File: src/sync_shaper_pkg.sv
// Shared widths, channel indices and enums for the sync conditioner
// Host words are 16 bits, and only the low 8 bits of an opcode word count
// Line numbers wrap at 12 bits, so frames must stay under 4096 lines

`default_nettype none

package sync_shaper_pkg;

	////////////////////
	// Widths

	localparam int WORD_W = 16;
	localparam int LINE_W = 12;

	////////////////////
	// Sync channels

	localparam int NUM_SYNC = 2;
	localparam int SYNC_H   = 0;
	localparam int SYNC_V   = 1;

	// Composite enable within the OP_CFG payload
	localparam int CFG_CSYNC_BIT = 3;

	////////////////////
	// Host command set

	typedef enum logic [7:0] {
		OP_CFG     = 8'h01,
		OP_VS_LINE = 8'h38
	} opcode_e;

	typedef enum logic {
		ST_OPCODE  = 1'b0,
		ST_PAYLOAD = 1'b1
	} dec_state_e;

endpackage

`default_nettype wire
File: src/sync_shaper.sv
// Video sync conditioner top level, single clock clk_sys
// Raw syncs may have either polarity, outputs are active-high
// Host stream never stalls except in the cycle after reset

`timescale 1ns/1ps
`default_nettype none

module sync_shaper #(
	parameter int CNT_W = 16
) (
	input  wire                                clk_sys,
	input  wire                                resetd,

	// Host word stream
	input  wire                                i_cmd_active,
	input  wire                                i_word_valid,
	input  wire [sync_shaper_pkg::WORD_W-1:0]  i_word_data,
	output logic                               o_word_ready,

	// Video in
	input  wire                                i_hsync,
	input  wire                                i_vsync,
	input  wire                                i_de,

	// Video out
	output logic                               o_hsync,
	output logic                               o_vsync,
	output logic                               o_line_mark
);

	import sync_shaper_pkg::*;

	logic [NUM_SYNC-1:0] sync_raw;
	logic [NUM_SYNC-1:0] sync_fixed;
	logic                csync_en;
	logic [LINE_W-1:0]   vs_line;

	assign sync_raw[SYNC_H] = i_hsync;
	assign sync_raw[SYNC_V] = i_vsync;

	host_cmd_decoder u_dec (
		.clk_sys      (clk_sys),
		.resetd       (resetd),
		.i_cmd_active (i_cmd_active),
		.i_word_valid (i_word_valid),
		.i_word_data  (i_word_data),
		.o_word_ready (o_word_ready),
		.o_csync_en   (csync_en),
		.o_vs_line    (vs_line)
	);

	////////////////////
	// Polarity fixers

	for (genvar g = 0; g < NUM_SYNC; g++) begin : g_fix
		sync_polarity_fix #(
			.CNT_W (CNT_W)
		) u_fix (
			.clk_sys (clk_sys),
			.resetd  (resetd),
			.i_sync  (sync_raw[g]),
			.o_sync  (sync_fixed[g])
		);
	end

	csync_gen #(
		.CNT_W (CNT_W)
	) u_csync (
		.clk_sys      (clk_sys),
		.resetd       (resetd),
		.i_sync_fixed (sync_fixed),
		.i_csync_en   (csync_en),
		.o_hsync      (o_hsync),
		.o_vsync      (o_vsync)
	);

	line_mark_gen u_mark (
		.clk_sys       (clk_sys),
		.resetd        (resetd),
		.i_hsync_fixed (sync_fixed[SYNC_H]),
		.i_de          (i_de),
		.i_vs_line     (vs_line),
		.o_line_mark   (o_line_mark)
	);

endmodule

`default_nettype wire

File: src/line_mark_gen.sv
// Once-per-frame line marker at a host-programmed offset from the frame end
// Frame restart is the second hsync rising edge after the last active DE
// Marker is updated at hsync rising edges only

`timescale 1ns/1ps
`default_nettype none

module line_mark_gen (
	input  wire                                clk_sys,
	input  wire                                resetd,
	input  wire                                i_hsync_fixed,
	input  wire                                i_de,
	input  wire [sync_shaper_pkg::LINE_W-1:0]  i_vs_line,
	output logic                               o_line_mark
);

	import sync_shaper_pkg::*;

	logic              hs_q;
	logic              hs_rise;
	logic [LINE_W-1:0] line_cnt;
	logic [LINE_W-1:0] target;
	logic [1:0]        blank_edges;

	assign hs_rise = i_hsync_fixed & ~hs_q;

	always_ff @(posedge clk_sys) begin
		if (resetd) begin
			hs_q        <= 1'b0;
			line_cnt    <= '0;
			target      <= '0;
			blank_edges <= '0;
			o_line_mark <= 1'b0;
		end else begin
			hs_q <= i_hsync_fixed;

			if (hs_rise) begin
				o_line_mark <= (target == line_cnt);
				line_cnt    <= line_cnt + 1'b1;

				// Count edges in blanking, stop after the restart edge
				if (!blank_edges[1]) begin
					blank_edges <= blank_edges + 1'b1;
					if (blank_edges[0]) begin
						target   <= line_cnt - i_vs_line;
						line_cnt <= '0;
					end
				end
			end

			if (i_de)
				blank_edges <= '0;
		end
	end

	a_mark_on_hs_edge: assert property (
		@(posedge clk_sys) disable iff (resetd)
		$changed(o_line_mark) |-> ($past(i_hsync_fixed) && !$past(i_hsync_fixed, 2))
	);

endmodule

`default_nettype wire

File: src/csync_gen.sv
// Composite sync from the active-high horizontal and vertical syncs
// Both outputs lag the fixed syncs by one cycle
// Line length is learnt from the previous line, so the first vsync line may be off

`timescale 1ns/1ps
`default_nettype none

module csync_gen #(
	parameter int CNT_W = 16
) (
	input  wire                                  clk_sys,
	input  wire                                  resetd,
	input  wire [sync_shaper_pkg::NUM_SYNC-1:0]  i_sync_fixed,
	input  wire                                  i_csync_en,
	output logic                                 o_hsync,
	output logic                                 o_vsync
);

	import sync_shaper_pkg::*;

	logic             hs;
	logic             vs;
	logic             hs_q;
	logic             vs_q;
	logic             csync_hs;
	logic [CNT_W-1:0] h_cnt;
	logic [CNT_W-1:0] line_len;
	logic [CNT_W-1:0] hs_len;

	assign hs = i_sync_fixed[SYNC_H];
	assign vs = i_sync_fixed[SYNC_V];

	always_ff @(posedge clk_sys) begin
		if (resetd) begin
			hs_q     <= 1'b0;
			vs_q     <= 1'b0;
			csync_hs <= 1'b0;
			h_cnt    <= '0;
			line_len <= '0;
			hs_len   <= '0;
		end else begin
			hs_q  <= hs;
			vs_q  <= vs;
			h_cnt <= h_cnt + 1'b1;

			////////////////////
			// Line and pulse length
			if (hs != hs_q) begin
				h_cnt <= '0;
				if (hs)
					line_len <= h_cnt - hs_len;
				else
					hs_len <= h_cnt;
			end

			// During vsync the pulse moves ahead by its own width
			if (!vs)
				csync_hs <= hs;
			else if (hs && !hs_q)
				csync_hs <= 1'b0;
			else if (h_cnt == line_len)
				csync_hs <= 1'b1;
		end
	end

	assign o_vsync = vs_q;
	assign o_hsync = i_csync_en ? (vs_q ^ csync_hs) : hs_q;

endmodule

`default_nettype wire

File: src/sync_polarity_fix.sv
// Makes one sync active-high by comparing its high and low phase lengths
// Output follows the input with no delay, polarity decided after both phases
// Phases longer than 2**CNT_W cycles are not supported

`timescale 1ns/1ps
`default_nettype none

module sync_polarity_fix #(
	parameter int CNT_W = 16
) (
	input  wire  clk_sys,
	input  wire  resetd,
	input  wire  i_sync,
	output logic o_sync
);

	logic             s1;
	logic             s2;
	logic             edge_seen;
	logic [CNT_W-1:0] cnt;
	logic [CNT_W-1:0] len_hi;
	logic [CNT_W-1:0] len_lo;
	logic             have_hi;
	logic             have_lo;
	logic             pol;
	logic             wrapped;

	assign edge_seen = s1 ^ s2;
	assign o_sync    = i_sync ^ pol;

	always_ff @(posedge clk_sys) begin
		if (resetd) begin
			s1      <= 1'b0;
			s2      <= 1'b0;
			cnt     <= '0;
			len_hi  <= '0;
			len_lo  <= '0;
			have_hi <= 1'b0;
			have_lo <= 1'b0;
			pol     <= 1'b0;
			wrapped <= 1'b0;
		end else begin
			s1 <= i_sync;
			s2 <= s1;

			if (edge_seen) begin
				cnt     <= '0;
				wrapped <= 1'b0;
				// Rising edge closes a low phase, falling edge a high one
				if (s1) begin
					len_lo  <= cnt;
					have_lo <= 1'b1;
				end else begin
					len_hi  <= cnt;
					have_hi <= 1'b1;
				end
			end else begin
				cnt <= cnt + 1'b1;
				if (&cnt && have_hi && have_lo)
					wrapped <= 1'b1;
			end

			// Longer high phase means the pulse is the low one
			pol <= have_hi & have_lo & (len_hi > len_lo);
		end
	end

	// Once toggling, every phase must end before the counter rolls over
	a_no_wrap: assert property (
		@(posedge clk_sys) disable iff (resetd) edge_seen |-> !wrapped
	);

endmodule

`default_nettype wire

File: src/host_cmd_decoder.sv
// Host word decoder for OP_CFG and OP_VS_LINE
// Ready is low for one cycle after reset and high at all other times
// First word of a frame is the opcode, every later word is payload

`timescale 1ns/1ps
`default_nettype none

module host_cmd_decoder (
	input  wire                                   clk_sys,
	input  wire                                   resetd,
	input  wire                                   i_cmd_active,
	input  wire                                   i_word_valid,
	input  wire [sync_shaper_pkg::WORD_W-1:0]     i_word_data,
	output logic                                  o_word_ready,
	output logic                                  o_csync_en,
	output logic [sync_shaper_pkg::LINE_W-1:0]    o_vs_line
);

	import sync_shaper_pkg::*;

	dec_state_e state;
	opcode_e    cmd;
	logic       xfer;

	assign xfer = i_word_valid & o_word_ready;

	always_ff @(posedge clk_sys) begin
		if (resetd) begin
			state        <= ST_OPCODE;
			o_word_ready <= 1'b0;
			o_csync_en   <= 1'b0;
			o_vs_line    <= '0;
		end else begin
			o_word_ready <= 1'b1;

			// Dropping the frame resets the opcode slot
			if (!i_cmd_active) begin
				state <= ST_OPCODE;
			end else if (xfer) begin
				case (state)
					ST_OPCODE: begin
						cmd   <= opcode_e'(i_word_data[7:0]);
						state <= ST_PAYLOAD;
					end
					ST_PAYLOAD: begin
						case (cmd)
							OP_CFG:     o_csync_en <= i_word_data[CFG_CSYNC_BIT];
							OP_VS_LINE: o_vs_line  <= i_word_data[LINE_W-1:0];
							// Unknown opcodes swallow their payload
							default: ;
						endcase
					end
					default: state <= ST_OPCODE;
				endcase
			end
		end
	end

	////////////////////
	// Checks

	// No word may be taken in the cycle that follows a reset cycle
	a_ready_low_after_reset: assert property (
		@(posedge clk_sys) resetd |=> !o_word_ready
	);

endmodule

`default_nettype wire

File: config.mk
export PLATFORM = sky130hd
export DESIGN_NAME = sync_shaper
export DESIGN_NICKNAME = d
export VERILOG_FILES = /design/src/sync_shaper_pkg.sv /design/src/sync_shaper.sv /design/src/line_mark_gen.sv /design/src/csync_gen.sv /design/src/sync_polarity_fix.sv /design/src/host_cmd_decoder.sv
export SDC_FILE = /design/constraint.sdc
export NUM_CORES = 1
export LEC_CHECK = 0
export BUFFER_PORTS_ARGS = -buffer_cell sky130_fd_sc_hd__buf_2
export CAP_MARGIN = 20
export CORE_AREA = 2 2 157 159
export DETAILED_ROUTE_END_ITERATION = 16
export DIE_AREA = 0 0 159 161
export GPL_TIMING_DRIVEN = 0
export MAX_ROUTING_LAYER = met4
export SYNTH_ARGS = -nofsm -noshare
export SYNTH_HDL_FRONTEND = slang
export SYNTH_SLANG_ARGS = --single-unit
File: constraint.sdc
create_clock -name clk_sys -period 2.6 [get_ports clk_sys]
set_input_delay 0.39 -clock clk_sys [delete_from_list [all_inputs] [get_ports clk_sys]]
set_output_delay 0.39 -clock clk_sys [all_outputs]
set_load 0.1 [all_outputs]
Yosys cells after proc, flatten, opt, wreduce, memory -nomap -nowiden
Cells that the tools add are included.
- add/sub/neg operators: 7
- $lt $le $gt $ge: 2
- equal/unequal tests: 6
- multiplexer cells: 8
- bitwise gates (word level): 19
- reductions and logical operators: 18
- operators by type and width (kind ; count):
    $add A16 B1 Y16 const B ; 3
    $gt A16 B16 Y1 ; 2
    $mux W12 ; 2
    $eq A16 B16 Y1 ; 1
    $sub A16 B16 Y16 ; 1
    $reduce_and A2 Y1 ; 7
    $add A12 B1 Y12 const B ; 1
    $eq A12 B12 Y1 ; 1
    $reduce_and A4 Y1 ; 3
    $sub A12 B12 Y12 ; 1
    $reduce_or A2 Y1 ; 5
    $eq A8 B1 Y1 const B ; 1
    $eq A8 B6 Y1 const B ; 1
    $not A1 Y1 ; 8
    $and A1 B1 Y1 ; 6
    $mux W1 ; 5
    $xor A1 B1 Y1 ; 5
    $ne A3 B1 Y1 const B ; 1
    $reduce_and A3 Y1 ; 1
    $add A2 B1 Y2 const B ; 1
    $mux W2 ; 1
    $logic_and A1 B1 Y1 ; 1
    $logic_not A1 Y1 ; 1
    $ne A1 B1 Y1 ; 1
- bits in registers: 207
- input bits: 23
- output and inout bits: 4
- word-level logic and storage cells: 92

Logic depth before layout (Yosys ltp)
- depth after elaboration: 4
- gate-level depth with buffers: 10
- gate-level depth less buffers: 9

Modules after synthesis
A second synthesis with hierarchy kept.
- cells, all modules: 1144
- area, all modules: 10337.4 um2
- modules (own cells, without submodules) (module ; times used ; cells each ; area an instance (um2) ; seq. area each (um2)):
    csync_gen ; 1 ; 351 ; 2981.6 ; 1021.0
    sync_polarity_fix (g_fix[0].u_fix) ; 1 ; 251 ; 2362.3 ; 1061.0
    sync_polarity_fix (g_fix[1].u_fix) ; 1 ; 254 ; 2342.2 ; 1061.0
    line_mark_gen ; 1 ; 209 ; 1729.2 ; 560.5
    host_cmd_decoder ; 1 ; 79 ; 922.1 ; 540.5

Worst setup path after synthesis
OpenSTA, ideal clock, no wires.
- path type: register to output
- from: register u_csync.vs_q, in the netlist u_csync.o_vsync
- to: output port o_hsync
- arrival: 2.587 ns
- required time: 2.210 ns
- path slack: -0.377 ns
- stages on the path, launching flop included: 3
- buffers on the path: 0
- cell sequence: dfxtp_1 -> xnor2_1 -> a21oi_1
- cells in the longest elaborated chain, start to end: 2
- ends and longest elaborated chain (what ; RTL line ; text):
    start: declaration ; csync_gen.sv:24 ; logic vs_q;
    start signal: assignment ; csync_gen.sv:43 ; vs_q <= vs;
    $xor A1 B1 Y1 ; csync_gen.sv:67 ; assign o_hsync = i_csync_en ? (vs_q ^ csync_hs) : hs_q;
    $mux W1 ; csync_gen.sv:67 ;
    end: declaration ; sync_shaper.sv:26 ; output logic o_hsync,
Every way passes these cells.

Worst setup path after layout
- from: register u_mark.line_cnt[0]
- to: register u_mark.target[8]
- cells in the longest elaborated chain, start to end: 1
- ends and longest elaborated chain (what ; RTL line ; text):
    start: declaration ; line_mark_gen.sv:21 ; logic [LINE_W-1:0] line_cnt;
    start signal: assignment ; line_mark_gen.sv:39 ; line_cnt <= line_cnt + 1'b1;
    $sub A12 B12 Y12 ; line_mark_gen.sv:45 ; target <= line_cnt - i_vs_line;
    end signal: assignment ; line_mark_gen.sv:45 ;
    end: declaration ; line_mark_gen.sv:22 ; logic [LINE_W-1:0] target;
Every way passes these cells.
A chain may end at the register's enable or synchronous reset.

==> qor.yml <==
outcome: "completed"
root_buffer: "clkbuf_16"
die_w_um: 159
crit_path_top_delay_cell: "or4_1"
vdd_drop_max_v: 0.000334
endpoint_kind: "flop"
ys.flop_type: "dfxtp_1"
finalSetupViolCount: 0
coreArea_mm2: 0.0240
multi_input_area_mm2: 0.00528
timing.slew.headroom: 0.486
pwr_density_cell_mw_per_mm2: 629
fin_util: 0.471
crit_chain: "inv_1, ha_1, fa_1, nand2b_1, a21oi_1, o31a_1, o21ai_0, or4_1, nand3_1"
fin_tns_setup_ns: 0
crit_path_max_incr_delay_ns: 0.43
start_util: 0.415
numCtsBuffers: 23
syn_area_per_cell_um2: 9.06
crit_arrival_ns: 2.88
hold_buffers: 0
place_congestion: 0.845
drt_iter0_markers: 292
holdPathStages: 1
drive_gt1_frac: 0.0688
fillCellCount: 2366
insertedDiodeCount: 0
slew_violations: 0
dieArea_mm2: 0.0256
grt_util_all_layers: 0.174
yosysWarningCount: 0
clkLatencyLatePin_ns: 0.51
skew_ns: 0.00876
synthArstFlopShare: 0
synth_nets: 1192
portBuffers: 21
clk_pin_slew_ns: 0.06
yosysSeqAreaShare: 0.424
synthCells: 1099
worst-r2r-cell-count: 9
fmax_mhz: 411
power.leakage_nw: 4.53
final_hold_viol_count: 0
start_kind: "flop"
register_area_mm2: 0.00423
detail_route.wl_per_cell_um: 14.3
clock_path_buffers: 3
ys_seq_elements: 207
post-route-period-util: 0.936
areaGrowthSynthToFinish_pct: 13.4
grt_max_degree: 14
grt_pass1_wl_um: 36100
critPathKind: "flop to flop"
cts_tree: "done"
syn_area_mm2: 0.00995
totalWireLength_um: 21300
cp_max_fo: 6
critPathRequiredTime_ns: 3.05
cts_setup_buffers: 0
hpwl_um: 15500
drv_cap: 0
drcViolationCount: 0
nNetsFinal: 1239
routed_via_density: 4.94
ant_nets: 0
grt_pass1_vias: 7248
worst_pin_slew_ns: 0.771
ctsResizeCount: 0
synth-edff-count: 8
synth_cell_types: 55
antenna_found_initial: 0
ioPinCount: 27
rows: 57
route.vias.total: 7338
cts.sinks: 207
hp-class: "input pin to flop"
overflow: 0
die-height_um: 161
grt_setup_unrepaired: "no"
htreeDepth: 1
min_period_ns: 2.43
firstDrtPassIters: 5
[metal layers]
| layer | global-route usage | wire length [µm] |
|---|---|---|
| met1 | 0.232 | 10600 |
| met2 | 0.279 | 9540 |
| met3 | 0.0239 | 623 |
| met4 | 0.0442 | 449 |
| met5 | - | 0 |
[stage by stage]
stage                     cell area [µm²]  hold WS, ns  cells  setup WS, ns  total power, mW
after floorplan                      9960        0.421   1099         0.200             3.60
after global placement              10500        0.447   1444       -0.0965             3.72
after detailed placement            10500        0.455   1444        -0.100             3.72
after CTS                           11300       0.0565   1485         0.118             7.18
after global routing                11300       0.0616   1486        0.0213             7.34
final                               11300       0.0766   1486         0.168             7.10
[cell usage in the layout (no fill, tap or decap), types with 3 or more instances in the layout]
cell type,count
nor2b_1,6
o2111ai_1,3
buf_1,8
ha_1,68
and3_1,15
o21ai_0,27
clkinv_2,6
buf_2,29
a211oi_1,10
inv_1,75
o31ai_1,4
nand2_1,64
clkbuf_16,25
or3_1,13
nor2_1,193
and2_1,3
o31a_1,3
nand3_1,35
mux2i_1,99
xnor2_1,27
nor3_1,10
a21o_1,9
xor2_1,63
clkbuf_1,25
nor4_1,8
o21ai_1,3
edfxtp_1,8
clkbuf_8,4
o21a_1,9
nand2b_1,9
dfxtp_1,198
a22o_1,3
a21oi_1,47
a21oi_2,3
nand4_1,14
bufinv_16,3
[cells by family (layout without fill, tap and decap cells)]
family          Yosys count  in the layout  share of synthesized area
fa+ha+maj                70             70                     0.0895
simple gates            381            381                      0.173
mux                      99             99                     0.0995
buf+inv                 114            177                     0.0455
compound gates          138            138                     0.0891
xor+xnor                 90             90                     0.0792
flops                   207            207                      0.424
[critical path, delay by kind of cell (launching register included)]
kind	cells	cell delay (ns)
AND/OR/NAND/NOR	3	0.73
AO/OA/AOI/OAI	3	0.62
adder cells (fa/ha/maj)	2	0.58
flip-flops	1	0.38
buffers and inverters	1	0.06
[path summary, 6_finish.rpt]
path | from | to | slack [ns]
setup / recovery | u_mark.line_cnt[0] | u_mark.target[8] | 0.17
hold / removal | i_word_data[2] | u_dec.cmd[2] | 0.08
setup reg to reg | u_mark.line_cnt[0] | u_mark.target[8] | 0.17
hold reg to reg | u_mark.target[7] | u_mark.target[7] | 0.46
[area by class of cell]
type / instances / share of cell area
clock inverter: 10 / 0.0113
inverter: 75 / 0.0249
multi-input combinational: 778 / 0.468
timing repair buffer: 22 / 0.00975
tap: 324 / 0.0359
clock buffer: 31 / 0.0609
sequential: 207 / 0.374
buffer: 39 / 0.0152
[power breakdown]
group / switching, mW / leakage [nW] / internal, mW
Sequential: 0.0399 / 1.68 / 3.23
Combinational: 0.247 / 2.44 / 0.129
Clock: 1.30 / 0.405 / 2.15
Total: 1.59 / 4.53 / 5.51
[registers in the layout, indices dropped and copies added, names as in the netlist, 2 cells and up]
| register | count |
|---|---|
| g_fix.u_fix.cnt | 32 |
| g_fix.u_fix.len_hi | 32 |
| g_fix.u_fix.len_lo | 32 |
| u_csync.h_cnt | 16 |
| u_csync.hs_len | 16 |
| u_csync.line_len | 16 |
| u_dec.o_vs_line | 12 |
| u_mark.line_cnt | 12 |
| u_mark.target | 12 |
| u_dec.cmd | 8 |
| g_fix.u_fix.have_hi | 2 |
| g_fix.u_fix.have_lo | 2 |
| g_fix.u_fix.pol | 2 |
| g_fix.u_fix.s1 | 2 |
| g_fix.u_fix.s2 | 2 |
| u_mark.blank_edges | 2 |
[Yosys cell counts, drive strengths merged, types with 2 or more instances]
library cell | count | area (µm²)
a22o | 3 | 26.3
o21a | 9 | 67.6
a211oi | 12 | 100
and3 | 15 | 93.8
xor2 | 63 | 552
clkbuf | 23 | 86.3
o2111ai | 3 | 26.3
and2 | 3 | 18.8
nor2b | 6 | 37.5
mux2i | 99 | 991
o31ai | 4 | 30.0
a21o | 9 | 67.6
inv | 75 | 282
nand3 | 35 | 175
a31oi | 2 | 12.5
buf | 16 | 85.1
or3 | 13 | 81.3
nor4 | 8 | 50.1
edfxtp | 8 | 240
ha | 68 | 851
nand2 | 64 | 240
a311oi | 2 | 30.0
dfxtp | 199 | 3980
or4 | 2 | 15.0
or4b | 2 | 23.8
nand4b | 2 | 17.5
o31a | 3 | 26.3
nand4 | 14 | 87.6
o22ai | 2 | 12.5
xnor2 | 27 | 236
o21ai | 30 | 150
fa | 2 | 40.0
nor4b | 2 | 17.5
nand2b | 9 | 56.3
nor2 | 193 | 724
nor3 | 11 | 66.3
a21oi | 50 | 258
Note: power is estimated with default switching activity, not from simulation.
